**src/cfg_if.sv**
```systemverilog
`timescale 1ns/1ps

// ===========================================================================
// Decoded settings from the register block to the core glue
// ===========================================================================
interface cfg_if;

	// Player swap for the joystick router
	logic       swap;

	// Tape controls
	logic       rewind;
	logic       monitor;

	// Multi-Pak slot, already 1-based
	logic [1:0] mpi;

	// Memory size selector
	logic [2:0] mem_size;

	// Boot controls
	logic       coldboot;
	logic       soft_reset;

	modport producer (
		output swap,
		output rewind,
		output monitor,
		output mpi,
		output mem_size,
		output coldboot,
		output soft_reset
	);

	modport consumer (
		input swap,
		input rewind,
		input monitor,
		input mpi,
		input mem_size,
		input coldboot,
		input soft_reset
	);

endinterface

```
**src/boot_control.sv**
```systemverilog
`timescale 1ns/1ps

module boot_control (
	input  logic    clk_sys,
	input  logic    arst_n,
	input  logic    ext_reset,
	input  logic    button_user,
	cfg_if.consumer cfg,
	output logic    core_reset_n,
	output logic    amw_trigger
);

	// Delayed copies for edge detection
	logic [1:0] mpi_d;
	logic [2:0] mem_d;

	// Copies hold real values from the second cycle on
	logic       armed_q;

	// Index 0 tracks mpi, index 1 tracks mem_size
	logic [1:0] first_q;
	logic [1:0] pulse_q;
	logic [1:0] changed;

	assign changed = {cfg.mem_size != mem_d, cfg.mpi != mpi_d};

	// ========================================================================
	// Change detection and trigger pulse
	// ========================================================================

	always_ff @(posedge clk_sys or negedge arst_n)
	begin
		if (!arst_n)
		begin
			mpi_d   <= '0;
			mem_d   <= '0;
			armed_q <= 1'b0;
			first_q <= '0;
			pulse_q <= '0;
		end
		else
		begin
			mpi_d   <= cfg.mpi;
			mem_d   <= cfg.mem_size;
			armed_q <= 1'b1;
			for (int i = 0; i < 2; i++)
			begin
				pulse_q[i] <= 1'b0;
				// First edit after reset only arms the detector
				if (armed_q && changed[i])
				begin
					if (first_q[i])
						pulse_q[i] <= 1'b1;
					else
						first_q[i] <= 1'b1;
				end
			end
		end
	end

	// Cold boot setting holds the trigger
	assign amw_trigger = cfg.coldboot | (|pulse_q);

	// Any source pulls the core into reset
	assign core_reset_n = ~(ext_reset | cfg.soft_reset | button_user);

endmodule

```
**src/flat_wrapper.sv**
```systemverilog
// flat-port wrapper written by rule: the top's interface ports become plain ports
module boot_control_flat 
  (clk_sys, arst_n, ext_reset, button_user, core_reset_n, amw_trigger, cfg_swap, cfg_rewind, cfg_monitor, cfg_mpi, cfg_mem_size, cfg_coldboot, cfg_soft_reset);
  cfg_if cfg_i ();
  input  logic clk_sys;
  input  logic arst_n;
  input  logic ext_reset;
  input  logic button_user;
  output logic core_reset_n;
  output logic amw_trigger;
  input wire logic [$bits(cfg_i.swap)-1:0] cfg_swap;
  input wire logic [$bits(cfg_i.rewind)-1:0] cfg_rewind;
  input wire logic [$bits(cfg_i.monitor)-1:0] cfg_monitor;
  input wire logic [$bits(cfg_i.mpi)-1:0] cfg_mpi;
  input wire logic [$bits(cfg_i.mem_size)-1:0] cfg_mem_size;
  input wire logic [$bits(cfg_i.coldboot)-1:0] cfg_coldboot;
  input wire logic [$bits(cfg_i.soft_reset)-1:0] cfg_soft_reset;
  assign cfg_i.swap = cfg_swap;
  assign cfg_i.rewind = cfg_rewind;
  assign cfg_i.monitor = cfg_monitor;
  assign cfg_i.mpi = cfg_mpi;
  assign cfg_i.mem_size = cfg_mem_size;
  assign cfg_i.coldboot = cfg_coldboot;
  assign cfg_i.soft_reset = cfg_soft_reset;
  boot_control u_core (.clk_sys(clk_sys), .arst_n(arst_n), .ext_reset(ext_reset), .button_user(button_user), .cfg(cfg_i), .core_reset_n(core_reset_n), .amw_trigger(amw_trigger));
endmodule
```
**config.mk**
```make
export PLATFORM = sky130hd
export DESIGN_NAME = boot_control_flat
export DESIGN_NICKNAME = d
export VERILOG_FILES = /design/src/cfg_if.sv /design/src/boot_control.sv /design/src/flat_wrapper.sv
export SDC_FILE = /design/constraint.sdc
export NUM_CORES = 1
export LEC_CHECK = 0
export BUFFER_PORTS_ARGS = -buffer_cell sky130_fd_sc_hd__buf_2
export CORE_AREA = 2 2 39 41
export DETAILED_ROUTE_END_ITERATION = 16
export DIE_AREA = 0 0 41 43
export GPL_ROUTABILITY_DRIVEN = 0
export GPL_TIMING_DRIVEN = 0
export SYNTH_ARGS = -nofsm -noshare
export SYNTH_HDL_FRONTEND = slang
export SYNTH_SLANG_ARGS = --single-unit
```
**constraint.sdc**
```tcl
create_clock -name clk_sys -period 1.02 [get_ports clk_sys]
set_clock_uncertainty 0.15 [all_clocks]
set_input_delay 0.204 -clock clk_sys [delete_from_list [all_inputs] [get_ports clk_sys]]
set_output_delay 0.204 -clock clk_sys [all_outputs]
set_load 0.005 [all_outputs]
```
; Word-level counts from Yosys, hierarchy flattened
; Index checks and enable logic that the tools add are counted.
[word_totals]
register_bits = 10
inputBits = 14
out_inout_bits = 2
word_cells = 19
[op_classes]
eq_ne = 2
n_mux = 4
bitwise_logic = 4
reduce_logical = 3
[ops]
columns = cell, count
row1 = $mux W1, 4
row2 = $ne A3 B3 Y1, 1
row3 = $or A1 B1 Y1, 3
row4 = $logic_and A1 B1 Y1, 2
row5 = $ne A2 B2 Y1, 1
row6 = $reduce_or A2 Y1, 1
row7 = $not A1 Y1, 1

; Logic depth before layout (Yosys ltp)
[logic_depth]
word_depth = 3
ltp_mapped = 3
depth_no_buf = 3

; Worst setup path after synthesis
; Ideal clock, no wire load.
[synth_timing]
kind = flip-flop to output port
start = register u_core.pulse_q[1]
end = output amw_trigger
t_arrival_ns = 0.703
required_time_ns = 0.666
slack_ns = -0.037
stages_incl_launch_ff = 2
n_path_buf = 0
cell_sequence = dfrtp_1 or3_1
[synth_between]
elab_chain_len = 2
[synth_rtl]
columns = element, line_no
row1 = start: declaration, boot_control.sv:22  ; logic [1:0] pulse_q;
row2 = start signal: assignment, boot_control.sv:39  ; pulse_q <= '0;
row3 = start signal: indexed assignment, boot_control.sv:48  ; pulse_q[i] <= 1'b0;
row4 = start signal: indexed assignment, boot_control.sv:53  ; pulse_q[i] <= 1'b1;
row5 = $reduce_or A2 Y1, boot_control.sv:62  ; assign amw_trigger = cfg.coldboot | (|pulse_q);
row6 = $or A1 B1 Y1, boot_control.sv:62
row7 = end: declaration, flat_wrapper.sv:10  ; output logic amw_trigger;
; No other way between the ends.

; Final worst setup path
[layout_timing]
start = register u_core.pulse_q[0]
end = output amw_trigger
; The elaborated chain is that of the path after synthesis.

==> summary by stage <==
Run status
The flow ran to the end, but the final reports show violations. The checks that failed: setup timing.

Drt
Dividing the detail-routed via count by the number of cells gives 4.081. For this run, the detailed router's first-pass iteration total came to 1. The residual DRC count is 0. The routed length per instance is 9.306 microns. After detailed routing, the total wire length is 577 microns.

The number of antenna-violating nets in the routed design is 0. The starting DRC count in detailed routing is 0. The total via count after detailed routing is 253.

Power
The peak supply drop is 0.0004212 V. The power density normalized to cell area is 1490 mW/mm^2. The static leakage power is 0.2405 nW.

Timing
The count of final setup violators is 3. The count of endpoints failing hold in the final timing report is 0. The routed design could run at a clock period as short as 1419 ps. Static timing analysis puts the maximum clock frequency at 704.9 MHz.

The part of the cycle the worst path needs is 139.1%. The number of pins exceeding their max-slew limit in the final report was 0. The final critical-path setup slack is -398.7 ps. Final hold analysis gives a worst-case slack of 163.5 ps.

Setup repair after global routing could not meet its margin everywhere.

Global routing
The first global-routing pass estimated 1069 microns of wire. Global routing used 9.828% of the available tracks. The total global routing overflow is 0. The initial antenna violation count came to 0. Entering global routing, the biggest net connects 11 pins. The number of global-route vias before repair is 300.

Run
The tool flagged a number of max-cap violations equal to 0.

Cells and area
The final layout contains 62 nets. For this run, the share of the core covered by cells in the final layout is 36.62%. The number of diodes is 0. The relative area change from synthesis to final layout is 47.27%. The sequential standard cell area is 250.2 sq um. Counting the fill cells in the layout gives 146. The fraction of final layout cells with drive strength greater than 1 is 32.61%. Summing all multi-input logic gate instances after layout gives 90.09 sq um.

Synthesis
The most frequently used cell type in the post-synthesis netlist is dfrtp_1. The count of state elements after synthesis is 10. Yosys mapped a number of flops with a built-in enable equal to 0. After synthesis, the most frequently instantiated cells are dfrtp_1 (10), xnor2_1 (3), xor2_1 (2). The portion of the post-synthesis area used by sequential elements is 72.73%. The cell accounting for the most synthesized area is dfrtp_1. In this run the biggest area consumer among cell types represents 72.73% of the synthesized area. The top flip-flop cell by instance count after synthesis is dfrtp_1.

After technology mapping, the gate count stands at 25. The post-synthesis cell area is 344.1 sq um. Yosys printed 0 warnings. The netlist uses 13 different library cells.

By area the synthesized netlist is led by dfrtp_1 (73%), xnor2_1 (7.6%), xor2_1 (5.1%). Of all flip-flops after synthesis, the portion carrying an async set or reset was 100.0%. The synthesized area divided by synthesized cell count is 13.76 sq um. The post-synth net total is 39.

Floorplan
16 I/O pins were placed. The floorplan step defined a die boundary enclosing 0.001763 sq mm. In this run the core area contains 14 standard-cell rows. The total area inside the core boundary comes to 0.001384 sq mm.

The initial cell density of the core is 24.86%. From bottom edge to top edge, the die measures 43 microns. The die is 41 microns wide.

Clock network
The clock buffer count from CTS is 3. The clock-pin transition on the worst setup and hold timing paths is 60 ps. The clock sink count is 10.

CTS built an H-tree with a depth of 1. The TritonCTS clock tree is done. The clock tree root driver cell is clkbuf_4.

The number of buffers between clock root and the deepest sink is 2. In this run the post-CTS setup repair buffer count came out at 0. The count of instances resized after the clock tree is built is 0. The source-to-sink clock delay at the later pin of the worst-skew pair is 250 ps.

Worst setup path
At the worst endpoint, the required time is 670 ps. STA classifies the critical path startpoint as a register. Along the worst path, the maximum fanout reaches 1. The worst setup path is of the reg2out kind. The arrival time at the worst endpoint is 1060 ps. The worst setup path is captured at an output pin.

Min path
The type of the tightest min-delay check is in2reg.

Place
The count of input and output buffers is 12.
==> final cells by class <==
class | instances | area share (%)
multi-input cells | 14 | 17.78
flip-flops and latches | 10 | 49.38
inverters | 1 | 0.7407
clock buffers | 3 | 4.444
well taps | 16 | 3.951
repair buffers | 18 | 23.70
==> timing repair <==
action	in CTS	in global routing
setup endpoints to repair	4	5
cloned	0	0
hold endpoints to repair	15	0
pin swaps	7	6
hold buffers	6	0
==> registers in the layout (all words and copies together) (netlist names) <==
register / cells
u_core.armed_q: 1
u_core.first_q: 2
u_core.mem_d: 3
u_core.mpi_d: 2
u_core.pulse_q: 2
==> cell usage in the layout, fill, tap and decap left out <==
cell / instances
clkbuf_4: 3
buf_2: 12
xnor2_1: 3
or3_1: 1
o21ai_1: 1
nand2_1: 1
dfrtp_1: 10
inv_1: 1
dlygate4sd3_1: 6
a21o_1: 1
xor2_1: 2
and3_1: 1
nor2_1: 1
conb_1: 1
nor3_1: 1
nand3_1: 1
==> logic make-up (layout without fill, tap and decap cells) <==
kind of cell    Yosys count  in the layout  synth area share [%]
compound gates            2              2                 3.636
other cells               1              1                 1.090
flops                    10             10                 72.73
simple gates              6              6                 8.725
xor+xnor                  5              5                 12.73
buf+inv                   1             22                 1.090
==> per-stage QoR <==
step           cell area [sq um]  instances  worst slack (ps)  total power [mW]  setup TNS [ps]
6_report                   506.7         62            -398.7            0.7551          -434.5
5_1_grt                    506.7         62            -479.8            0.8062          -780.2
3_3_place_gp               424.2         53            -121.6            0.4900          -194.9
4_1_cts                    506.7         62            -412.7            0.7654          -488.1
3_5_place_dp               424.2         53            -132.5            0.4935          -224.2
2_1_floorplan              344.1         25            -14.48            0.4549          -14.48
==> worst paths after layout <==
path	start	end	slack, ps	depth (start not counted)
min	cfg_mem_size[0]	u_core.first_q[1]	160	4
min in group asynchronous	arst_n	u_core.mpi_d[1]	190	2
min reg2reg	u_core.first_q[1]	u_core.first_q[1]	300	1
max reg2reg	u_core.mem_d[0]	u_core.first_q[1]	-20	3
max	u_core.pulse_q[0]	amw_trigger	-400	2
max in group asynchronous	arst_n	u_core.mem_d[2]	350	2
==> power by group <==
group | internal [mW] | switching (mW)
Sequential | 0.415 | 0.00719
Clock | 0.135 | 0.119
Combinational | 0.0480 | 0.0305
==> critical path, cell delays in order, from the launching register on <==
cell     delay [ps]
dfrtp_1         360
or3_1           330
buf_2           130
==> metal layers <==
layer | wire length (microns) | global-route usage (%)
met1 | 196 | 8.609
met2 | 330 | 15.63
met3 | 30 | 1.571
met4 | 20 | 12.00
met5 | 0 | 0
(Power assumes the default switching activity.)
