===== config.mk =====
export PLATFORM = sky130hd
export DESIGN_NAME = status_regs_flat
export DESIGN_NICKNAME = d
export VERILOG_FILES = /design/src/coco_pkg.sv /design/src/cfg_if.sv /design/src/status_regs.sv /design/src/flat_wrapper.sv
export SDC_FILE = /design/constraint.sdc
export NUM_CORES = 1
export LEC_CHECK = 0
export ABC_CLOCK_PERIOD_IN_PS = 1100
export BUFFER_PORTS_ARGS = -buffer_cell sky130_fd_sc_hd__buf_4
export CORE_UTILIZATION = 44
export CTS_CLUSTER_DIAMETER = 40
export DETAILED_ROUTE_END_ITERATION = 10
export PLACE_DENSITY_LB_ADDON = 0.3
export SYNTH_ARGS = -nofsm -noshare
export SYNTH_HDL_FRONTEND = slang
export SYNTH_SLANG_ARGS = --single-unit
export TNS_END_PERCENT = 10

===== constraint.sdc =====
create_clock -name clk_sys -period 1.1 [get_ports clk_sys]
set_clock_uncertainty 0.2 [all_clocks]
set_input_delay 0.11 -clock clk_sys [delete_from_list [all_inputs] [get_ports clk_sys]]
set_output_delay 0.11 -clock clk_sys [all_outputs]
set_load 0.01 [all_outputs]

===== src/coco_pkg.sv =====
// ===========================================================================
// Shared widths, addresses and settings layout for the glue layer
// ===========================================================================
package coco_pkg;

	// Settings word and APB geometry
	localparam int STATUS_W   = 64;
	localparam int APB_ADDR_W = 4;
	localparam int APB_DATA_W = 32;

	// Byte addresses of the two settings halves
	localparam logic [APB_ADDR_W-1:0] ADDR_STATUS_LO = 4'h0;
	localparam logic [APB_ADDR_W-1:0] ADDR_STATUS_HI = 4'h4;

	// Tape image RAM, 64 KiB
	localparam int TAPE_ADDR_W = 16;

	// Joystick words
	localparam int JOY_W  = 32;
	localparam int AJOY_W = 16;

	// Signed axis to unsigned centre
	localparam logic [7:0] AXIS_OFFSET = 8'd128;

	// Download slot that carries a cassette image
	localparam logic [7:0] TAPE_INDEX = 8'd2;

	// Field view of the settings word, MSB first
	typedef struct packed {
		logic [24:0] spare_63_39;
		logic [1:0]  artifact;
		logic [8:0]  spare_36_28;
		logic [2:0]  mem_size;
		logic [1:0]  spare_24_23;
		logic        coldboot;
		logic        sg_mode;
		logic [2:0]  spare_20_18;
		logic        monitor;
		logic        cart_int;
		logic        rewind;
		logic        video;
		logic [1:0]  mpi;
		logic        cpu_speed;
		logic        spare_10;
		logic [1:0]  aspect;
		logic        spare_7;
		logic        swap;
		logic [2:0]  scandoubler;
		logic [1:0]  spare_2_1;
		logic        reset;
	} status_fields_t;

	// Same 64 bits, seen as raw, as bus halves or as fields
	typedef union packed {
		logic [STATUS_W-1:0]          raw;
		logic [1:0][APB_DATA_W-1:0]   half;
		status_fields_t               f;
	} status_word_u;

endpackage


===== src/cfg_if.sv =====
`timescale 1ns/1ps

// ===========================================================================
// Decoded settings from the register block to the core glue
// ===========================================================================
interface cfg_if;

	// Player swap for the joystick router
	logic       swap;

	// Tape controls
	logic       rewind;
	logic       monitor;

	// Multi-Pak slot, already 1-based
	logic [1:0] mpi;

	// Memory size selector
	logic [2:0] mem_size;

	// Boot controls
	logic       coldboot;
	logic       soft_reset;

	modport producer (
		output swap,
		output rewind,
		output monitor,
		output mpi,
		output mem_size,
		output coldboot,
		output soft_reset
	);

	modport consumer (
		input swap,
		input rewind,
		input monitor,
		input mpi,
		input mem_size,
		input coldboot,
		input soft_reset
	);

endinterface


===== src/status_regs.sv =====
`timescale 1ns/1ps

module status_regs (
	input  logic                            clk_sys,
	input  logic                            arst_n,

	// APB slave
	input  logic                            psel,
	input  logic                            penable,
	input  logic                            pwrite,
	input  logic [coco_pkg::APB_ADDR_W-1:0] paddr,
	input  logic [coco_pkg::APB_DATA_W-1:0] pwdata,
	output logic [coco_pkg::APB_DATA_W-1:0] prdata,
	output logic                            pready,
	output logic                            pslverr,

	// Decoded settings
	cfg_if.producer                         cfg,
	output logic [12:0]                     video_arx,
	output logic [12:0]                     video_ary,
	output logic [1:0]                      vga_sl,
	output logic [9:0]                      core_switch
);

	coco_pkg::status_word_u status_q;

	logic hit_lo;
	logic hit_hi;
	logic access;
	logic [2:0] sl_full;
	logic [1:0] mpi_slot;

	// ========================================================================
	// APB access
	// ========================================================================

	assign hit_lo = (paddr == coco_pkg::ADDR_STATUS_LO);
	assign hit_hi = (paddr == coco_pkg::ADDR_STATUS_HI);
	assign access = psel & penable;

	// Never stalls
	assign pready = 1'b1;

	// Unmapped address flagged in access phase only
	assign pslverr = access & ~(hit_lo | hit_hi);

	always_comb
	begin
		prdata = '0;
		if (hit_lo)
			prdata = status_q.half[0];
		else if (hit_hi)
			prdata = status_q.half[1];
	end

	// Write lands on the edge closing the access phase
	always_ff @(posedge clk_sys or negedge arst_n)
	begin
		if (!arst_n)
			status_q.raw <= '0;
		else if (access && pwrite)
		begin
			if (hit_lo)
				status_q.half[0] <= pwdata;
			else if (hit_hi)
				status_q.half[1] <= pwdata;
		end
	end

	// ========================================================================
	// Field decode
	// ========================================================================

	// Menu stores slot minus one
	assign mpi_slot = status_q.f.mpi + 2'd1;

	assign cfg.swap       = status_q.f.swap;
	assign cfg.rewind     = status_q.f.rewind;
	assign cfg.monitor    = status_q.f.monitor;
	assign cfg.mpi        = mpi_slot;
	assign cfg.mem_size   = status_q.f.mem_size;
	assign cfg.coldboot   = status_q.f.coldboot;
	assign cfg.soft_reset = status_q.f.reset;

	// Original 4:3, else preset index into the scaler
	assign video_arx = (status_q.f.aspect == 2'd0) ? 13'd4
		: {11'd0, status_q.f.aspect - 2'd1};
	assign video_ary = (status_q.f.aspect == 2'd0) ? 13'd3 : 13'd0;

	// Scanline strength, entry 1 is HQ2x with no lines
	assign sl_full = (status_q.f.scandoubler == 3'd0) ? 3'd0
		: status_q.f.scandoubler - 3'd1;
	assign vga_sl  = sl_full[1:0];

	// Top two bits fixed, serial ports not swapped
	assign core_switch = {
		2'b10,
		status_q.f.artifact,
		status_q.f.sg_mode,
		status_q.f.cart_int,
		status_q.f.video,
		mpi_slot,
		status_q.f.cpu_speed
	};

endmodule


===== src/flat_wrapper.sv =====
// flat-port wrapper written by rule: the top's interface ports become plain ports
module status_regs_flat 
  (clk_sys, arst_n, psel, penable, pwrite, paddr, pwdata, prdata, pready, pslverr, video_arx, video_ary, vga_sl, core_switch, cfg_swap, cfg_rewind, cfg_monitor, cfg_mpi, cfg_mem_size, cfg_coldboot, cfg_soft_reset);
  cfg_if cfg_i ();
  input  logic clk_sys;
  input  logic arst_n;
  input  logic psel;
  input  logic penable;
  input  logic pwrite;
  input  logic [coco_pkg::APB_ADDR_W-1:0] paddr;
  input  logic [coco_pkg::APB_DATA_W-1:0] pwdata;
  output logic [coco_pkg::APB_DATA_W-1:0] prdata;
  output logic pready;
  output logic pslverr;
  output logic [12:0] video_arx;
  output logic [12:0] video_ary;
  output logic [1:0] vga_sl;
  output logic [9:0] core_switch;
  output wire logic [$bits(cfg_i.swap)-1:0] cfg_swap;
  output wire logic [$bits(cfg_i.rewind)-1:0] cfg_rewind;
  output wire logic [$bits(cfg_i.monitor)-1:0] cfg_monitor;
  output wire logic [$bits(cfg_i.mpi)-1:0] cfg_mpi;
  output wire logic [$bits(cfg_i.mem_size)-1:0] cfg_mem_size;
  output wire logic [$bits(cfg_i.coldboot)-1:0] cfg_coldboot;
  output wire logic [$bits(cfg_i.soft_reset)-1:0] cfg_soft_reset;
  assign cfg_swap = cfg_i.swap;
  assign cfg_rewind = cfg_i.rewind;
  assign cfg_monitor = cfg_i.monitor;
  assign cfg_mpi = cfg_i.mpi;
  assign cfg_mem_size = cfg_i.mem_size;
  assign cfg_coldboot = cfg_i.coldboot;
  assign cfg_soft_reset = cfg_i.soft_reset;
  status_regs u_core (.clk_sys(clk_sys), .arst_n(arst_n), .psel(psel), .penable(penable), .pwrite(pwrite), .paddr(paddr), .pwdata(pwdata), .prdata(prdata), .pready(pready), .pslverr(pslverr), .cfg(cfg_i), .video_arx(video_arx), .video_ary(video_ary), .vga_sl(vga_sl), .core_switch(core_switch));
endmodule

Word-level counts from Yosys, hierarchy flattened:

Index checks and enable logic that the tools add are counted.
W data, S select, Z words.

* register bits after elaboration: 64
* bits of input ports: 41
* output and inout bits: 82

* reductions and logical operators: 6
* bitwise logic cells: 5
* add/subtract/negate cells: 3
* eq/ne operators: 1
* multiplexer cells: 5

Operators by type and width (count)
* $mux W32: 2
* $eq A4 B3 Y1 const B: 1
* $logic_not A4 Y1: 1
* $mux W2: 2
* $sub A2 B1 Y2 const B: 2
* $logic_not A3 Y1: 1
* $mux W3: 1
* $reduce_and A3 Y1: 1
* $add A2 B1 Y2 const B: 1
* $and A1 B1 Y1: 2
* $logic_not A2 Y1: 1
* $not A1 Y1: 2
* $reduce_and A2 Y1: 1
* $logic_and A1 B1 Y1: 1
* $or A1 B1 Y1: 1

Depth between registers and ports, before layout:

Gate-level depths: netlist (run 1).

* word-level depth: 4
* depth in mapped cells: 5
* mapped depth without buffers: 3

Least setup slack after synthesis (run 1):

Ideal clock, no wire load.

* path kind: input port to flip-flop
* from: in paddr[3] (netlist bit)
* to: reg u_core.status_q[33] (netlist bit)
* buffers on the path: 2
* arrival time: 1.276 ns
* stages on the path: 5
* slack: -0.503 ns
* setup time: 0.127 ns
* data required time: 0.773 ns
* cells stage by stage: nor4b_4 and4_1 buf_2 buf_6 mux2_1

* cells in the longest elaborated chain, start to end: 3

RTL lines
* from (decl): line flat_wrapper.sv:10 `input logic [coco_pkg::APB_ADDR_W-1:0] paddr;`
* $logic_not A4 Y1: line status_regs.sv:37 `assign hit_lo = (paddr == coco_pkg::ADDR_STATUS_LO);`
* $not A1 Y1 (no line)
* $reduce_and A3 Y1 (no line) (*)
* to (decl): line status_regs.sv:25 `coco_pkg::status_word_u status_q;`

Every way passes the cells marked *; elsewhere a longest branch is shown, timed or not.
A chain may end at the register's enable or synchronous reset.

Final worst setup path (run 1):

* from: in paddr[3] (netlist bit)
* to: out prdata[16] (netlist bit)

* cells in the longest elaborated chain, start to end: 3

RTL lines
* $eq A4 B3 Y1: line status_regs.sv:38 `assign hit_hi = (paddr == coco_pkg::ADDR_STATUS_HI);`
* $mux W32: line status_regs.sv:52 `else if (hit_hi)`
* $mux W32 (*): line status_regs.sv:50 `if (hit_lo)`
* to (decl): line flat_wrapper.sv:12 `output logic [coco_pkg::APB_DATA_W-1:0] prdata;`

Marked as above.

==> results.txt, run 1 <==
- Placeable core area: 6794 µm²
- Fraction of the yosys area taken by sequential cells: between 50% and 60%
- CTS tree: yes
- Wire length of the first global-routing pass: 10900 µm
- Routability cong.: about 0.7
- Vias in the first global route: between 2000 and 2500
* Count of routing violations after the opening detailed-route iteration: 91
* Failing checks: setup timing
* Post-route antenna net violation count: 0
- For this design, the slowest cell found on the critical path is nor4b_4.
- Data arrival time at the worst-slack endpoint: 1.16 ns
- Max Fanout on Critical Path: 8
* Total number of nets in the final design: 397
* Final worst-path setup slack: -0.3694 ns
* CTS buffer count: 9
- Detailed placer's ending HPWL: 4143 µm
- Element type at the critical path start: input pin
- The kind of cell with the highest combined delay along the critical path is buffers and inverters.
* Top-count cell post-synth: dfrtp_1
* Synth Warn #: 0
- Worst-case setup slack after placement: -0.6570 ns
* Ratio of routed vias to standard cells: between 4 and 5
- Overall global routing resource usage: roughly a fifth
* Maximum clock rate: slightly below 0.7 GHz
- Via count: approximately 2200
- STA classifies the critical path endpoint as a primary output.
- From left edge to right edge, the die measures about 86 µm.
- Subtracting the final worst setup slack from the clock period gives 1.469 ns.
- Clock buffer depth: 2
- The register with the most flip-flops in the layout has 64 of them.
- Synthesis produced about 230 cells.
* Biggest area contributors in the synthesized netlist: dfrtp_1 (51%), mux2_1 (22%), a22o_1 (9.0%), buf_4 (8.9%), buf_6 (2.2%)
- The worst setup path is of the input pin to primary output kind.
* Synth cell count leaders: dfrtp_1 (64), mux2_1 (60), buf_4 (37)
- Biggest cell delay along the critical path: 0.31 ns
- Number of cells in the finished layout apart from fillers: 457
* Final core utilization: 67.97%
* Clock network latency to the later pin of the worst-skew pair: 0.33 ns
- Of the cells placed in the final design, the portion with a size suffix greater than 1 is about two fifths.
* Hold/Removal Path Class: input pin to async pin
- Counting flops with a built-in enable in the synthesized netlist gives 0.
* Area growth, synth to finish: 48.41%
- Clk Tree Root Cell: clkbuf_8
- The floorplan step set the die height to 86.10 µm.
- Number of pins exceeding their max-slew limit in the final report: 0
* Peak supply drop: 0.9653 mV
- Counting tap cells, the placed design contains a total of about 400 instances.
* Top_reg_cell synth: dfrtp_1
- WL/cell: approximately 17 µm
- Top flop regs: u_core.status_q: 64 flops
* Count of endpoints failing hold in the final timing report: 0
* Mapped Area: 3112 µm²
- Power spread over the standard cell area amounts to 1363 nW/µm².
- Counting stages on the worst path, the most repeated cell is buf_4.
- MaxCap Viol Count: 0
- Summed over all layers, the routed wires come to 7692 µm.
- Per-instance average area after synthesis: 13.59 µm²
- Final TNS setup: -33.50 ns
- Library cells used by synthesis: 19
- Largest net degree at the start of global routing: 65
* Number of synthesized register bits: 64
* Die area: 7412 µm²
* Largest area contributor in the netlist: dfrtp_1
* Total of buffers placed on input and output ports: 98
- Final setup vio count: between 100 and 150
- Crit path buf inv count: 4
- Fraction of registers with async set or reset after synthesis: between 90% and 100%
* CTS H-Tree Depth: 3
- After filler insertion, the fill cell instance count of the layout stands at between 400 and 500.
- Number of antenna violations at the first check in global routing: 0
- For this configuration, the core starts out at a cell density of 45.80%.
* Number of DRC violations after detailed routing: 0
- Walking the worst path, the cells encountered are buf_8 > nor4b_4 > buf_4 > clkbuf_16 > a22o_1 > buf_4.
- between 100 and 150 I/O pins were placed.
- The run finished, with violations left.
- Register with the highest flop count: u_core.status_q
* Reg clk slew, reported paths: about 0.070 ns
- Worst Path Required: 0.79 ns
- After layout, the worst path uses 133.6% of the clock period.
* Static leakage: 2.334 nW
- Length of the first detailed-routing pass in iterations: 4
* Setup repair after global routing missed its margin: true
- Diodes inserted: 0
* Count of standard-cell rows: 30
- Synth top area share: 51.47%
* Overall power after layout: 6.293 mW
- The tree built by TritonCTS fans out to 64 sinks.
- GR Overflow Total: 0
-- layer usage --
layer	wire, µm	share of wire, %	up-vias	GRT usage [%]
met5	0	0	-	0
met4	57	0.74	0	7.424
met3	340	4.4	5	4.235
met2	3944	51	79	31.82
met1	3348	44	1117	24.39
li1	-	-	1020	-
-- stage by stage --
step / hold slack (ns) / area [µm²]
final: 0.1153 / 4618
after global placement: -0.06704 / 3787
after detailed placement: -0.06516 / 3787
after CTS: 0.1235 / 4422
after floorplan: -0.3856 / 3203
after global routing: 0.1643 / 4618
-- final timing paths --
| path | startpoint | to | slack [ns] | cells after the start |
|---|---|---|---|---|
| max | paddr[3] | prdata[16] | -0.37 | 6 |
| min | arst_n | u_core.status_q[47] | 0.12 | 3 |
| max reg2reg | u_core.status_q[9] | u_core.status_q[9] | 0.07 | 1 |
| min reg2reg | u_core.status_q[24] | u_core.status_q[24] | 0.29 | 1 |
| max in group asynchronous | arst_n | u_core.status_q[8] | 0.30 | 3 |
| min in group clk_sys | pwrite | u_core.status_q[29] | 0.27 | 4 |
-- power by group --
group	internal, mW	total [mW]	leakage, nW	switching [mW]
Clock	1.34	2.23	0.106	0.898
Sequential	2.66	2.88	0.850	0.215
Combinational	0.716	1.18	1.38	0.463
Total	4.72	6.29	2.33	1.58
-- final cells by class --
cell class	instances	area, µm²	area share [%]
timing repair buffer	145	1405	30.43
multi-input combinational	135	1266	27.42
sequential	64	1602	34.68
clock inverter	5	80.08	1.734
tap	96	120.1	2.601
inverter	1	3.754	0.08128
clock buffer	11	141.4	3.062
-- cell families (layout without fill, tap and decap cells) --
logic type                count (synthesis)  after routing  synth area share [%]
muxes                                    64             64                 23.16
AOI/OAI and AO/OA                        33             33                 9.329
other                                     2             24                0.2413
DFF                                      64             64                 51.47
buffers and inverters                    52            162                 12.26
xor gates and xnor gates                  1              1                0.2815
and+or+nand+nor                          13             13                 3.257
-- cells in the final DEF, fill, tap and decap left out --
cell           count
a22o_1            32
and2_1             1
and4_2             1
and4_4             1
buf_12             7
buf_4             79
buf_6             21
buf_8              2
bufinv_16          2
clkbuf_1           1
clkbuf_16          3
clkbuf_8          10
clkinv_2           1
clkinvlp_4         2
conb_1            24
dfrtp_1           64
dlygate4sd3_1     33
inv_2              1
mux2_1            48
mux2_2             3
mux2_4            13
nand2_1            3
nor2_1             3
nor2_2             1
nor2b_1            1
nor4_4             1
nor4b_4            1
o311a_1            1
xor2_1             1
-- timing repair --
item                                   in CTS  in global routing
setup buffers                               0                  3
hold buffers                               33                  0
gates cloned                                0                  4
resized for setup                          23                 25
setup endpoints to repair                 121                121
pin swaps                                   7                 29
endpoints found under the hold margin     128                  0
Power figures use the tool's default switching activity.
==> inputs of run 2 (changes only) <==
CAP_MARGIN = 10   (was not set)
CORE_ASPECT_RATIO = 1.1   (was not set)
==> run 2 against run 1 <==
Against the previous run: the run still ends with setup timing left; global-route usage increased by 0.65 points; sequential share of layout area decreased by 1.0 points; via count up 2.3%; power shrank 2.6%; count of clock-buffer cells in the layout increased by 1; worst setup slack got worse by 0.012 ns; clock power is 15% lower; largest power group unchanged.
==> results.txt, run 2 (synthesized netlist as in run 1, its figures left out) <==
* Status: complete, but fails checks
- Failing checks: setup timing
- Buffers inserted during clock tree synthesis total 9.
* Vert. Die Dim: between 90 and 100 µm
- The library cells used most frequently in the layout, excluding fill and tap cells, are buf_4 (72), dfrtp_1 (62), mux2_4 (41).
* CTS H-Tree Depth: 3
- After layout, the worst path uses 134.7% of the clock period.
- Area growth, synth to finish: 53.12%
- Worst-case setup slack after placement: -0.6506 ns
- Ratio of routed vias to standard cells: 5.094
- Static leakage: 2.377 nW
- The number of antenna diodes in the final layout is 0.
* Biggest cell delay along the critical path: 0.34 ns
- Flip-flop count of the largest register, all copies and words added: 64
* CTS tree: yes
- STA classifies the critical path startpoint as an input pin.
- The finished cells cover 4765 µm².
- Clk Tree Root Cell: clkbuf_8
- Width of the chip: about 82 µm
- Post-route antenna net violation count: 0
- Total of buffers placed on input and output ports: 98
* Clock tree sinks: 64
- The worst setup path is captured at a flop.
- Overall global routing resource usage: 19.79%
* Effective utilization at floorplan: 46.37%
- Peak supply drop: between 0.9 and 1 mV
- Top flop regs: u_core.status_q: 64 flops
- Setup repair after global routing could not meet its margin everywhere.
- u_core.status_q holds more flip-flops than any other register.
- Fraction of layout instances using a drive strength above 1: 48.63%
- Detailed placer's ending HPWL: 4011 µm
- Excluding fillers, the count of instances in the completed layout stands at 446.
- In the final routed layout, each cell accounts on average for 17.94 µm.
- The slowest stage of the critical path belongs to the cell mux2_1.
- The clock passes through at most 2 buffers.
- Clock network latency to the later pin of the worst-skew pair: 0.33 ns
- Detailed Route WL: 8001 µm
* Time the final worst path needs with I/O delays and setup: 1.482 ns
- GR Overflow Total: 0
- In this run the worst path has a maximum fanout of 20.
* Reg clk slew, reported paths: 0.07 ns
- Final setup vio count: 121
- For this run, design rule violations remaining after detail routing come to 0.
- Crit path buf inv count: 3
* Final worst-path setup slack: -0.3815 ns
- Via count: 2272
- At the worst endpoint, the required time is 1.11 ns.
- The congestion estimate from routability-driven global placement came to 0.6854.
* Largest net degree at the start of global routing: between 60 and 70
- Leaving out fill and tap cells, the most frequent cell in the layout is buf_4.
- Final TNS setup: -35.76 ns
- The floorplan has 31 rows.
* Data arrival time at the worst-slack endpoint: 1.49 ns
- Count of routing violations after the opening detailed-route iteration: 50
- Crit path kind: input pin to flop
- The via count of the first global-routing pass is between 2000 and 2500.
- The die covers 7413 µm².
- The first global-routing pass estimated 10980 µm of wire.
- Number of antenna violations at the first check in global routing: 0
- Number of pins exceeding their max-slew limit in the final report: 0
- Cell Pwr Density: 1287 nW/µm²
- Count of endpoints failing hold in the final timing report: 0
- MaxCap Viol Count: 0
- Before antenna repair, the detailed router went through 4 iterations.
* Placeable core area: ~6700 µm²
* I/O pin cnt: 123
* Kind of cell with the highest combined delay on the critical path: simple AND/OR/NAND/NOR gates
- In this run the worst hold path is classified as input pin to async pin.
- Total number of nets in the final design: 400
- Including well taps, the total number of placed cells is around 390.
- Walking the worst path, the cells encountered are buf_8 > nor4b_4 > buf_6 > and4_4 > buf_12 > mux2_1.
- Timing would allow up to 0.6750 GHz.
- After detailed placement, the total cell area comes to 3757 µm².
==> run 2: cell types whose count changed in the layout (fill, tap and decap cells not counted), moves of 2 or more <==
cell / before / now
mux2_1: 48 / 22
dfrtp_2: 0 / 2
clkinvlp_4: 2 / 0
clkbuf_16: 3 / 5
clkbuf_1: 1 / 3
dfrtp_1: 64 / 62
buf_4: 79 / 72
buf_6: 21 / 28
clkinv_2: 1 / 3
mux2_4: 13 / 41
mux2_2: 3 / 1
==> run 2: what timing repair did <==
action / CTS / global route
endpoints found under the setup margin: 121 / 121
pin swaps: 17 / 22
gates cloned: 0 / 5
setup buffers: 0 / 5
endpoints found under the hold margin: 128 / 0
hold buffers: 33 / 0
resized for setup: 39 / 53
==> run 2: area by class of cell <==
cell class / count / area (µm²)
fill: 462 / 1946
timing repair buffer: 148 / 1496
tap: 82 / 102.6
clock inverter: 4 / 45.04
clock buffer: 12 / 135.1
inverter: 1 / 3.754
sequential: 64 / 1604
multi-input combinational: 135 / 1378
==> run 2: worst paths after layout <==
| check | cells past startpoint | end | start | slack, ns |
|---|---|---|---|---|
| min reg2reg | 1 | u_core.status_q[45] | u_core.status_q[45] | 0.29 |
| min | 3 | u_core.status_q[54] | arst_n | 0.11 |
| min in group clk_sys | 4 | u_core.status_q[57] | psel | 0.26 |
| max in group asynchronous | 3 | u_core.status_q[9] | arst_n | 0.29 |
| max reg2reg | 2 | u_core.status_q[50] | u_core.status_q[50] | -0.01 |
| max | 6 | u_core.status_q[48] | paddr[1] | -0.38 |
==> run 2: tightest hold or removal path: stages <==
cell and delay, ns:
dlygate4sd3_1 0.53, buf_4 0.11, buf_12 0.29
==> run 2: stage by stage <==
step           hold WS (ns)  power [mW]  util [%]
2_1_floorplan       -0.3856       3.451         -
4_1_cts              0.1213       5.936     65.67
6_report             0.1141       6.130     71.01
5_1_grt              0.1560       6.448     71.01
3_5_place_dp       -0.06538       3.838     55.99
3_3_place_gp       -0.06855       3.797     55.99
==> run 2: routing by layer <==
| metal | global-route usage, % | routed length (µm) | vias to the layer above |
|---|---|---|---|
| li1 | - | - | 1024 |
| met1 | 25.55 | 3480 | 1136 |
| met2 | 31.20 | 3897 | 99 |
| met3 | 6.904 | 502 | 13 |
| met4 | 5.263 | 121 | 0 |
| met5 | 0 | 0 | - |
==> run 2: report_power, final <==
group / switching [mW] / internal [mW] / leakage (nW) / total, mW
sequential: 0.233 / 2.67 / 0.848 / 2.90
clock: 0.856 / 1.04 / 0.0941 / 1.89
combinational: 0.487 / 0.848 / 1.44 / 1.33
total: 1.57 / 4.56 / 2.38 / 6.13
