--- config.mk ---
export PLATFORM = sky130hd
export DESIGN_NAME = joy_router_flat
export DESIGN_NICKNAME = d
export VERILOG_FILES = /design/src/coco_pkg.sv /design/src/cfg_if.sv /design/src/joy_router.sv /design/src/flat_wrapper.sv
export SDC_FILE = /design/constraint.sdc
export NUM_CORES = 1
export LEC_CHECK = 0
export BUFFER_PORTS_ARGS = -buffer_cell sky130_fd_sc_hd__buf_4
export CORE_MARGIN = 2
export CORE_UTILIZATION = 44
export CTS_CLUSTER_DIAMETER = 50
export CTS_CLUSTER_SIZE = 28
export DETAILED_ROUTE_END_ITERATION = 7
export GPL_TIMING_DRIVEN = 0
export PLACE_DENSITY = 0.79
export SETUP_SLACK_MARGIN = 0.02
export SYNTH_ARGS = -nofsm -noshare
export SYNTH_HDL_FRONTEND = slang
export SYNTH_SLANG_ARGS = --single-unit
--- constraint.sdc ---
create_clock -name clk_sys -period 0.8 [get_ports clk_sys]
set_clock_uncertainty 0.1 [all_clocks]
set_input_delay 0.04 -clock clk_sys [delete_from_list [all_inputs] [get_ports clk_sys]]
set_output_delay 0.04 -clock clk_sys [all_outputs]
set_load 0.01 [all_outputs]
--- src/coco_pkg.sv ---
// ===========================================================================
// Shared widths, addresses and settings layout for the glue layer
// ===========================================================================
package coco_pkg;

	// Settings word and APB geometry
	localparam int STATUS_W   = 64;
	localparam int APB_ADDR_W = 4;
	localparam int APB_DATA_W = 32;

	// Byte addresses of the two settings halves
	localparam logic [APB_ADDR_W-1:0] ADDR_STATUS_LO = 4'h0;
	localparam logic [APB_ADDR_W-1:0] ADDR_STATUS_HI = 4'h4;

	// Tape image RAM, 64 KiB
	localparam int TAPE_ADDR_W = 16;

	// Joystick words
	localparam int JOY_W  = 32;
	localparam int AJOY_W = 16;

	// Signed axis to unsigned centre
	localparam logic [7:0] AXIS_OFFSET = 8'd128;

	// Download slot that carries a cassette image
	localparam logic [7:0] TAPE_INDEX = 8'd2;

	// Field view of the settings word, MSB first
	typedef struct packed {
		logic [24:0] spare_63_39;
		logic [1:0]  artifact;
		logic [8:0]  spare_36_28;
		logic [2:0]  mem_size;
		logic [1:0]  spare_24_23;
		logic        coldboot;
		logic        sg_mode;
		logic [2:0]  spare_20_18;
		logic        monitor;
		logic        cart_int;
		logic        rewind;
		logic        video;
		logic [1:0]  mpi;
		logic        cpu_speed;
		logic        spare_10;
		logic [1:0]  aspect;
		logic        spare_7;
		logic        swap;
		logic [2:0]  scandoubler;
		logic [1:0]  spare_2_1;
		logic        reset;
	} status_fields_t;

	// Same 64 bits, seen as raw, as bus halves or as fields
	typedef union packed {
		logic [STATUS_W-1:0]          raw;
		logic [1:0][APB_DATA_W-1:0]   half;
		status_fields_t               f;
	} status_word_u;

endpackage

--- src/cfg_if.sv ---
`timescale 1ns/1ps

// ===========================================================================
// Decoded settings from the register block to the core glue
// ===========================================================================
interface cfg_if;

	// Player swap for the joystick router
	logic       swap;

	// Tape controls
	logic       rewind;
	logic       monitor;

	// Multi-Pak slot, already 1-based
	logic [1:0] mpi;

	// Memory size selector
	logic [2:0] mem_size;

	// Boot controls
	logic       coldboot;
	logic       soft_reset;

	modport producer (
		output swap,
		output rewind,
		output monitor,
		output mpi,
		output mem_size,
		output coldboot,
		output soft_reset
	);

	modport consumer (
		input swap,
		input rewind,
		input monitor,
		input mpi,
		input mem_size,
		input coldboot,
		input soft_reset
	);

endinterface

--- src/joy_router.sv ---
`timescale 1ns/1ps

module joy_router (
	input  logic                        clk_sys,
	input  logic                        arst_n,
	cfg_if.consumer                     cfg,
	input  logic [coco_pkg::JOY_W-1:0]  joy1_in,
	input  logic [coco_pkg::JOY_W-1:0]  joy2_in,
	input  logic [coco_pkg::AJOY_W-1:0] ajoy1_in,
	input  logic [coco_pkg::AJOY_W-1:0] ajoy2_in,
	output logic [coco_pkg::JOY_W-1:0]  joy1,
	output logic [coco_pkg::JOY_W-1:0]  joy2,
	output logic [coco_pkg::AJOY_W-1:0] ajoy1,
	output logic [coco_pkg::AJOY_W-1:0] ajoy2,
	output logic [3:0]                  p_switch
);

	logic [coco_pkg::AJOY_W-1:0] ajoy1_c;
	logic [coco_pkg::AJOY_W-1:0] ajoy2_c;

	// Both axis bytes shifted to unsigned, wraps mod 256
	function automatic logic [coco_pkg::AJOY_W-1:0] centre(
		input logic [coco_pkg::AJOY_W-1:0] a
	);
		centre = {a[15:8] + coco_pkg::AXIS_OFFSET, a[7:0] + coco_pkg::AXIS_OFFSET};
	endfunction

	assign ajoy1_c = centre(ajoy1_in);
	assign ajoy2_c = centre(ajoy2_in);

	// Registered player swap
	always_ff @(posedge clk_sys or negedge arst_n)
	begin
		if (!arst_n)
		begin
			joy1  <= '0;
			joy2  <= '0;
			ajoy1 <= '0;
			ajoy2 <= '0;
		end
		else
		begin
			joy1  <= cfg.swap ? joy2_in : joy1_in;
			joy2  <= cfg.swap ? joy1_in : joy2_in;
			ajoy1 <= cfg.swap ? ajoy2_c : ajoy1_c;
			ajoy2 <= cfg.swap ? ajoy1_c : ajoy2_c;
		end
	end

	// Active-low fire buttons, order R1 L2 R2 L1
	assign p_switch = ~{joy2[4], joy1[5], joy2[5], joy1[4]};

endmodule

--- src/flat_wrapper.sv ---
// flat-port wrapper written by rule: the top's interface ports become plain ports
module joy_router_flat 
  (clk_sys, arst_n, joy1_in, joy2_in, ajoy1_in, ajoy2_in, joy1, joy2, ajoy1, ajoy2, p_switch, cfg_swap, cfg_rewind, cfg_monitor, cfg_mpi, cfg_mem_size, cfg_coldboot, cfg_soft_reset);
  cfg_if cfg_i ();
  input  logic clk_sys;
  input  logic arst_n;
  input  logic [coco_pkg::JOY_W-1:0] joy1_in;
  input  logic [coco_pkg::JOY_W-1:0] joy2_in;
  input  logic [coco_pkg::AJOY_W-1:0] ajoy1_in;
  input  logic [coco_pkg::AJOY_W-1:0] ajoy2_in;
  output logic [coco_pkg::JOY_W-1:0] joy1;
  output logic [coco_pkg::JOY_W-1:0] joy2;
  output logic [coco_pkg::AJOY_W-1:0] ajoy1;
  output logic [coco_pkg::AJOY_W-1:0] ajoy2;
  output logic [3:0] p_switch;
  input wire logic [$bits(cfg_i.swap)-1:0] cfg_swap;
  input wire logic [$bits(cfg_i.rewind)-1:0] cfg_rewind;
  input wire logic [$bits(cfg_i.monitor)-1:0] cfg_monitor;
  input wire logic [$bits(cfg_i.mpi)-1:0] cfg_mpi;
  input wire logic [$bits(cfg_i.mem_size)-1:0] cfg_mem_size;
  input wire logic [$bits(cfg_i.coldboot)-1:0] cfg_coldboot;
  input wire logic [$bits(cfg_i.soft_reset)-1:0] cfg_soft_reset;
  assign cfg_i.swap = cfg_swap;
  assign cfg_i.rewind = cfg_rewind;
  assign cfg_i.monitor = cfg_monitor;
  assign cfg_i.mpi = cfg_mpi;
  assign cfg_i.mem_size = cfg_mem_size;
  assign cfg_i.coldboot = cfg_coldboot;
  assign cfg_i.soft_reset = cfg_soft_reset;
  joy_router u_core (.clk_sys(clk_sys), .arst_n(arst_n), .cfg(cfg_i), .joy1_in(joy1_in), .joy2_in(joy2_in), .ajoy1_in(ajoy1_in), .ajoy2_in(ajoy2_in), .joy1(joy1), .joy2(joy2), .ajoy1(ajoy1), .ajoy2(ajoy2), .p_switch(p_switch));
endmodule
After elaboration in Yosys (flattened, before gate mapping):

Cells that the tools add are included.

* add/subtract/negate cells: 4
* bitwise logic cells: 1
* mux-type cells: 4

Operators with widths (count)
* $mux W32: 2
* $add A8 B8 Y8 const B: 4
* $mux W16: 2
* $not A4 Y4: 1

* bits in registers: 96
* input bits: 108
* output and inout port bits: 100
* word-level logic and storage cells: 13

Depth between registers and ports, before layout:

Gate-level depths: netlist of run 1.

* depth after elaboration: 2
* gate-level depth with buffers: 4
* depth with buffers taken out: 1

Worst setup path before layout of run 1:

OpenSTA, ideal clock, no wires.

* path type: input to register
* start point: input cfg_swap
* end point: register u_core.joy1[0] in the netlist's numbering
* setup slack: -0.145 ns
* arrival: 0.719 ns
* setup time: 0.125 ns
* path buffers: 3
* stages: 4
* required time: 0.575 ns
* cells stage by stage: buf_6 -> buf_6 -> buf_6 -> mux2_4

* longest elaborated chain between the ends: 1

Ends and longest elaborated chain
* start, declared: line flat_wrapper.sv:16 `input wire logic [$bits(cfg_i.swap)-1:0] cfg_swap;`
* $mux W32: line joy_router.sv:43 `joy1 <= cfg.swap ? joy2_in : joy1_in;`
* end signal, assigned: line joy_router.sv:43
* end, declared: line joy_router.sv:11 `output logic [coco_pkg::JOY_W-1:0] joy1,`

No other way between the ends.

Worst setup path in the final report of run 1:

* start point: register u_core.joy2[4] in the netlist's numbering
* end point: output p_switch[3]

* longest elaborated chain between the ends: 1

Ends and longest elaborated chain
* start, declared: line joy_router.sv:12 `output logic [coco_pkg::JOY_W-1:0] joy2,`
* start signal, assigned: line joy_router.sv:44 `joy2 <= cfg.swap ? joy1_in : joy2_in;`
* $not A4 Y4: line joy_router.sv:51 `assign p_switch = ~{joy2[4], joy1[5], joy2[5], joy1[4]};`
* end, declared: line flat_wrapper.sv:15 `output logic [3:0] p_switch;`

No other way between the ends.

==> results.cfg, run 1 <==
[run_status]
outcome = finished, violations left
violations = hold timing, setup timing

[global_routing]
grt_max_degree = 97
antenna_found_initial = 0
grt_usage_pct = 18.78
gr-total-overflow = 0
grt_first_pass_wirelength_um = 12830
first_global_vias = 2669

[hold_path]
min-delay-path-class = in2async

[job]
maxCapViolations = 0

[finish]
layout_common_cells = 99 x buf_4, 98 x buf_6, 96 x dfrtp_1
syn_to_final_growth_pct = 60.39
drive_gt1_share_pct = 74.76
multi_input_area_um2 = 1211
final_cells = 529
ff_latch_area_um2 = 2402
antenna_cells = 0
fillers = 547
fin_area_um2 = 5968
final_util_pct = 72.64
layout_commonest_cell = buf_4
nets = 527

[clocking]
post_cts_buffers = 0
ctsHoldBuffers = 4
clkTransAtPathRegs_ns = 0.10
cts_tree = yes
htreeDepth = 3
clockBufferDepth = 2
cts_sinks = 96
numCtsBuffers = 9
cts_root_buf = clkbuf_8

[critical_path]
worst_ep_arrival_time_ns = 0.92
path_max_fanout = 2
path_class = reg2out
critPathLaunchType = flop
cp.required_ns = 0.66
critPathLaunch = u_core.joy2[4]$_DFF_PN0_
end_kind = output port

[timing]
setup-violations-final = 100
holdWs_ns = -0.3171
fmaxAchievable_mhz = 943.1
grt_setup_unrepaired = true
worst_pin_slew_ns = 0.8474
finalCritPeriodShare_pct = 132.5
worst_slack_ns = -0.2603
hold_viol = 188
drv_slew = 0
maxSlewHeadroom_pct = 43.50
period_needed_ns = 1.060

[synthesis]
synth_top_family_by_area = multiplexers
synth-seq-cells = 96
yosys.area_share.simple_pct = 0
netlist.area_leader.share_pct = 64.56
synth_warnings = 0
syn-num-nets = 315
synth_compound_area_share_pct = 0
avgSynthCellArea_um2 = 17.98
syn_area_um2 = 3721
synth_fa_ha_area_share_pct = 0
synthXorXnorAreaFrac_pct = 0
synth.area.mux_share_pct = 32.55
seq_area_frac_synth_pct = 64.56
synth_area_leaders = dfrtp_1 65%, mux2_2 17%, mux2_4 15%, buf_6 1.8%, mux2i_1 1.1%
yosys.area.top_type = dfrtp_1
synth_cells = 207
yosysUniqueCellTypes = 7

[place]
dpl.hpwl_um = 6383
dp.cells = 509
routabilityCongestion = 0.7283
io_buffers = 197
dpl-instance-area_um2 = 5354

[detailed_routing]
vias_per_cell = 4.684
num_vias = 2478
drt_wl_total_um = 8754
dr.first_iter.drc_count = 54
ant_nets = 0
post-route-drc-count = 0
drt_first_pass_iters = 4
wl_per_cell_um = 16.55

[power_and_ir_drop]
p_per_area_nw_per_um2 = 1830
power_leakage_nw = 2.929
ir_drop_mv = 1.031

[floorplan]
ios = 208
die_w_um = 95.96
die_area_um2 = 9208
die-height_um = 95.96
coreArea_um2 = 8217
initial_core_util_pct = 45.29
rows = 33
==> synthesized netlist by cell type <==
cell,count
buf_2,5
mux2_2,56
buf_6,6
mux2i_1,4
mux2_4,36
inv_1,4
dfrtp_1,96
==> flip-flops by register name, summed over array words and instances (netlist names) <==
name and count:
u_core.ajoy1 16, u_core.joy2 32, u_core.ajoy2 16, u_core.joy1 32
==> cell type report <==
cell class	count	area share, %
Sequential cell	96	40.25
Tap cell	105	2.201
Timing Repair Buffer	201	31.61
Multi-Input combinational cell	96	20.29
Clock buffer	12	2.600
Clock inverter	4	0.8595
Inverter	4	0.2516
Buffer	11	1.929
==> worst max-delay path: stages, from the launching register on <==
cell     delay (ns)
dfrtp_1        0.40
inv_1          0.06
buf_4          0.11
==> power breakdown <==
group          switching [W]  total, W  internal (W)
Combinational       0.000811   0.00228       0.00147
Sequential          0.000179   0.00540       0.00522
Clock                0.00162   0.00325       0.00163
==> timing repair <==
item                                   in CTS  in global routing
setup endpoints to repair                 196                100
resized for setup                          95                  5
endpoints found under the hold margin     192                188
==> per-stage QoR <==
step	TNS [ns]	setup WS [ns]	power, W	hold slack, ns
global route	-22.97	-0.3018	0.01141	-0.2586
finish	-18.68	-0.2603	0.01092	-0.3171
CTS	-20.71	-0.2594	0.01104	-0.2972
detailed placement	-56.68	-0.4118	0.007485	0.1316
global placement	-53.71	-0.3839	0.007418	0.1247
floorplan	-9.013	-0.1341	0.006250	-0.3556
==> routing by layer <==
metal / track usage [%] / share of wire, % / up-vias
met4: 5.833 / 0.66 / 0
li1: - / - / 1137
met5: 0 / 0 / -
met1: 20.38 / 35 / 1221
met2: 34.21 / 55 / 116
met3: 6.578 / 8.7 / 4
==> kinds of logic after synthesis <==
kind of cell and after synthesis:
mux 96, buf+inv 15, flops 96
==> worst max-delay path by stage <==
stage / slack (ns) / cells past startpoint / end
floorplan: -0.13 / 4 / u_core.joy1[0]$_DFF_PN0_
global placement: -0.38 / 1 / u_core.ajoy1[9]$_DFF_PN0_
detailed placement: -0.41 / 1 / u_core.ajoy2[9]$_DFF_PN0_
CTS: -0.26 / 2 / p_switch[3]
global route: -0.30 / 2 / p_switch[1]
finish: -0.26 / 2 / p_switch[3]
Power figures use the tool's default switching activity.
==> run 2: changes to the inputs <==
--- a/config.mk
+++ b/config.mk
@@ -6,6 +6,7 @@
 export NUM_CORES = 1
 export LEC_CHECK = 0
 export BUFFER_PORTS_ARGS = -buffer_cell sky130_fd_sc_hd__buf_4
+export CAP_MARGIN = 20
 export CORE_MARGIN = 2
 export CORE_UTILIZATION = 44
 export CTS_CLUSTER_DIAMETER = 50
@@ -13,7 +14,6 @@
 export DETAILED_ROUTE_END_ITERATION = 7
 export GPL_TIMING_DRIVEN = 0
 export PLACE_DENSITY = 0.79
-export SETUP_SLACK_MARGIN = 0.02
 export SYNTH_ARGS = -nofsm -noshare
 export SYNTH_HDL_FRONTEND = slang
 export SYNTH_SLANG_ARGS = --single-unit
==> results.cfg, run 2 (synthesized netlist as in run 1, its figures left out) <==
[critical_path]
cp.required_ns = 0.66
critPathMaxStageDelay_ns = 0.41
path_max_fanout = 2
slowest_stage = dfrtp_1
crit_path_cell_trace = inv_2 > buf_6
critPathLaunchType = flop
worst_ep_arrival_time_ns = 0.91
end_kind = output port
path_class = reg2out

[finish]
nets = 528
drive_gt1_share_pct = 74.59
layout_common_cells = 99 x buf_4, 98 x buf_6, 96 x dfrtp_1
syn_to_final_growth_pct = 62.17
reg.largest.list = u_core.joy1 (32), u_core.joy2 (32)
ff_latch_area_um2 = 2402
fillers = 543
fin_area_um2 = 6035
layout_commonest_cell = buf_4
antenna_cells = 0
final_util_pct = 73.44
multi_input_area_um2 = 1211

[clocking]
ctsHoldBuffers = 4
clockBufferDepth = 2
clkTransAtPathRegs_ns = 0.10
cts_tree = yes
cts_sinks = 96
numCtsBuffers = 9
cts_root_buf = clkbuf_8
htreeDepth = 3

[timing]
grt_setup_unrepaired = true
drv_slew = 0
worst_slack_ns = -0.2536
holdWs_ns = -0.5237
worst_pin_slew_ns = 0.3629
maxSlewHeadroom_pct = 75.81
hold_viol = 188
finalCritPeriodShare_pct = 131.7
setup_tns_ns = -19.02
setup-violations-final = 100
period_needed_ns = 1.054
fmaxAchievable_mhz = 949.1

[floorplan]
coreArea_um2 = 8217
die_w_um = 95.96
die-height_um = 95.96
initial_core_util_pct = 45.29
die_area_um2 = 9208
rows = 33
ios = 208

[power_and_ir_drop]
design_power_total_w = 0.01146
p_clk_share_pct = 32.9
ir_drop_mv = 1.095
p_switching_w = 0.002596
p_comb_share_pct = 20.0
p_per_area_nw_per_um2 = 1900
p_sw_share_pct = 22.64
intPower_w = 0.008868
power_leakage_nw = 2.963
seqPwrFrac_pct = 47.1

[detailed_routing]
ant_nets = 0
dr.first_iter.drc_count = 38
num_vias = 2488
drt_wl_total_um = 8668
wl_per_cell_um = 16.35
drt_first_pass_iters = 4
vias_per_cell = 4.694
post-route-drc-count = 0

[run_status]
violations = hold timing, setup timing
outcome = finished, violations left

[global_routing]
gr-total-overflow = 0
grt_first_pass_wirelength_um = 12760
grt_max_degree = 76
first_global_vias = 2648
antenna_found_initial = 0
grt_usage_pct = 18.71

[job]
maxCapViolations = 0

[place]
io_buffers = 197
dpl-instance-area_um2 = 5381
routabilityCongestion = 0.7283
dpl.hpwl_um = 6492

[hold_path]
min-delay-path-class = in2async
-- run 2: changes by cell type in the layout (fill, tap and decap cells not counted) --
cell,delta
bufinv_16,+2
buf_16,+1
clkbuf_8,-1
clkinv_4,+1
clkinvlp_4,-1
inv_1,+1
inv_2,-1
inv_6,-1
-- run 2: area by class of cell --
type / instances / share of cell area [%]
Inverter: 4 / 0.2488
Clock inverter: 5 / 1.721
Buffer: 11 / 1.908
Clock buffer: 11 / 2.343
Sequential cell: 96 / 39.81
Tap cell: 105 / 2.177
Multi-Input combinational cell: 96 / 20.07
Timing Repair Buffer: 202 / 31.72
-- run 2: repair_timing --
item                                    in CTS  in global routing
setup buffers                                0                  0
endpoints found under the hold margin      192                188
resized for setup                           93                  6
endpoints found under the setup margin     100                100
-- run 2: critical path: cells and delay by family, from the launching register on --
| kind | cells | cell delay [ns] |
|---|---|---|
| buf+inv | 2 | 0.15 |
| flops | 1 | 0.41 |
-- run 2: power by group through the flow --
| stage | logic (W) | registers, W | clock network [W] |
|---|---|---|---|
| after floorplan | 0.000632 | 0.00562 | 0 |
| after global placement | 0.00201 | 0.00541 | 0 |
| after detailed placement | 0.00208 | 0.00542 | 0 |
| after CTS | 0.00231 | 0.00540 | 0.00387 |
| after global routing | 0.00246 | 0.00543 | 0.00405 |
| final | 0.00230 | 0.00540 | 0.00377 |
-- run 2: routing by layer --
layer | global-route usage [%] | vias up | routed length, µm
li1 | - | 1140 | -
met3 | 6.500 | 13 | 773
met2 | 33.57 | 122 | 4641
met5 | 0 | - | 0
met4 | 6.310 | 0 | 127
met1 | 20.60 | 1213 | 3125
-- run 2: worst max path at each step --
stage | endpoint | cells past startpoint | from
finish | p_switch[3] | 2 | u_core.joy2[4]$_DFF_PN0_
global route | p_switch[0] | 2 | u_core.joy1[4]$_DFF_PN0_
CTS | p_switch[0] | 2 | u_core.joy1[4]$_DFF_PN0_
detailed placement | u_core.ajoy1[14]$_DFF_PN0_ | 3 | cfg_swap
global placement | u_core.ajoy1[9]$_DFF_PN0_ | 1 | arst_n
floorplan | u_core.joy1[0]$_DFF_PN0_ | 4 | cfg_swap
-- run 2: through the flow --
stage	cells	setup WS (ns)	hold WS, ns
after detailed placement	510	-0.2355	-0.1483
final	530	-0.2536	-0.5237
after CTS	530	-0.2612	-0.5354
after global routing	530	-0.3022	-0.5306
after floorplan	207	-0.1341	-0.3556
after global placement	509	-0.3839	0.1247
==> run 3: changes to the inputs <==
--- a/config.mk
+++ b/config.mk
@@ -13,7 +13,8 @@
 export CTS_CLUSTER_SIZE = 28
 export DETAILED_ROUTE_END_ITERATION = 7
 export GPL_TIMING_DRIVEN = 0
-export PLACE_DENSITY = 0.79
+export PLACE_DENSITY = 0.8
+export RECOVER_POWER = 50
 export SYNTH_ARGS = -nofsm -noshare
 export SYNTH_HDL_FRONTEND = slang
 export SYNTH_SLANG_ARGS = --single-unit
==> results.cfg, run 3 (synthesized netlist as in run 1, its figures left out) <==
[floorplan]
die_area_um2 = 9208
initial_core_util_pct = 45.29
coreArea_um2 = 8217
ios = 208
die_w_um = 95.96
die-height_um = 95.96
rows = 33

[timing]
grt_setup_unrepaired = true
worst_pin_slew_ns = 0.6554
maxSlewHeadroom_pct = 56.31
finalCritPeriodShare_pct = 134.3
hold_viol = 136
drv_slew = 0
fmaxAchievable_mhz = 930.8
worst_slack_ns = -0.2743
setup-violations-final = 141
holdWs_ns = -0.3675
period_needed_ns = 1.074

[finish]
layout_commonest_cell = buf_6
syn_to_final_growth_pct = 62.78
drive_gt1_share_pct = 73.27
reg.largest.list = u_core.joy1 (32), u_core.joy2 (32)
layout_common_cells = 100 x buf_6, 96 x dfrtp_1, 95 x buf_4
fillers = 536
antenna_cells = 0
nets = 537
final_cells = 539

[global_routing]
gr-total-overflow = 0
antenna_found_initial = 0
grt_usage_pct = 19.83
grt_max_degree = 50
use_met3_pct = 6.969
grt.busiest_layer = met2
use_met1_pct = 21.00
grt_use_met2_pct = 35.43
first_global_vias = 2845
grt_first_pass_wirelength_um = 13540

[power_and_ir_drop]
p_per_area_nw_per_um2 = 1763
power_leakage_nw = 3.002
ir_drop_mv = 1.095

[detailed_routing]
ant_nets = 0
post-route-drc-count = 0
drt_wl_total_um = 9256
dr.first_iter.drc_count = 43
drt_first_pass_iters = 4
wl_per_cell_um = 17.17
vias_per_cell = 4.746
num_vias = 2558

[critical_path]
critPathLaunchType = flop
critPathLaunch = u_core.joy2[5]$_DFF_PN0_
setup.worst_path.end = p_switch[1]
worst_ep_arrival_time_ns = 0.93
end_kind = output port
path_class = reg2out
slowest_stage = dfrtp_1
cp.required_ns = 0.66
crit_path_cell_trace = inv_2 > buf_6
critPathMaxStageDelay_ns = 0.42
path_max_fanout = 2

[clocking]
htreeDepth = 3
cts_sinks = 96
clockBufferDepth = 2
cts_root_buf = clkbuf_8
cts_tree = yes
clkTransAtPathRegs_ns = 0.09
numCtsBuffers = 9

[place]
dp.cells = 510
io_buffers = 197
routabilityCongestion = 0.6849
dpl.hpwl_um = 6545

[run_status]
outcome = finished, violations left
violations = hold timing, setup timing

[hold_path]
min-delay-path-class = in2async

[job]
maxCapViolations = 0
run 3: cell types whose count changed in the layout (fill, tap and decap cells not counted), moves of 3 or more:
cell and change:
buf_4 -4, bufinv_16 -3, dlygate4sd3_1 +5, dlymetal6s4s_1 +5
run 3: cell type report:
| type | count | area, µm² | share of cell area [%] |
|---|---|---|---|
| sequential | 96 | 2402 | 39.66 |
| clock buffer | 12 | 155.1 | 2.561 |
| timing repair buffer | 211 | 2014 | 33.26 |
| multi-input combinational | 96 | 1215 | 20.06 |
| inverter | 4 | 15.01 | 0.2479 |
| clock inverter | 4 | 28.78 | 0.4751 |
| tap | 105 | 131.4 | 2.169 |
| buffer | 11 | 95.09 | 1.570 |
run 3: what timing repair did:
| item | 4_1_cts | 5_1_grt |
|---|---|---|
| hold endpoints to repair | 144 | 136 |
| buffers inserted | 0 | 0 |
| gates resized for setup | 96 | 13 |
| hold buffers | 12 | 2 |
| setup endpoints to repair | 100 | 110 |
run 3: how the worst min path moves through the flow:
stage | to | cells after the start | from
final | u_core.joy1[8]$_DFF_PN0_ | 1 | arst_n
after global routing | u_core.joy1[8]$_DFF_PN0_ | 1 | arst_n
after CTS | u_core.joy1[8]$_DFF_PN0_ | 1 | arst_n
after detailed placement | u_core.joy1[8]$_DFF_PN0_ | 1 | arst_n
after global placement | u_core.ajoy2[15]$_DFF_PN0_ | 2 | ajoy2_in[15]
after floorplan | u_core.ajoy1[0]$_DFF_PN0_ | 0 | arst_n
run 3: metrics by stage:
step | TNS (ns) | setup WS [ns] | total power (W) | util [%] | cell area (µm²)
4_1_cts | -22.12 | -0.2851 | 0.01079 | 73.53 | 6042
3_3_place_gp | -53.68 | -0.3881 | 0.007426 | 65.16 | 5354
6_report | -23.33 | -0.2743 | 0.01068 | 73.72 | 6057
3_5_place_dp | -20.95 | -0.2365 | 0.007506 | 65.49 | 5381
2_1_floorplan | -9.013 | -0.1341 | 0.006250 | - | 3744
5_1_grt | -29.00 | -0.3186 | 0.01114 | 73.72 | 6057
run 3: report_power, final:
group	switching [W]	internal, W
logic	0.000826	0.00151
clock network	0.00163	0.00130
registers	0.000192	0.00522
total	0.00265	0.00803
run 3: metal layers:
layer	up-vias	wire length [µm]
li1	1158	-
met5	-	0
met2	124	5051
met4	0	210
met1	1257	3207
met3	19	786
run 3: worst max-delay path, delay by kind of cell (launching register included):
kind,cells,cell delay [ns]
flip-flops,1,0.42
buffers and inverters,2,0.17
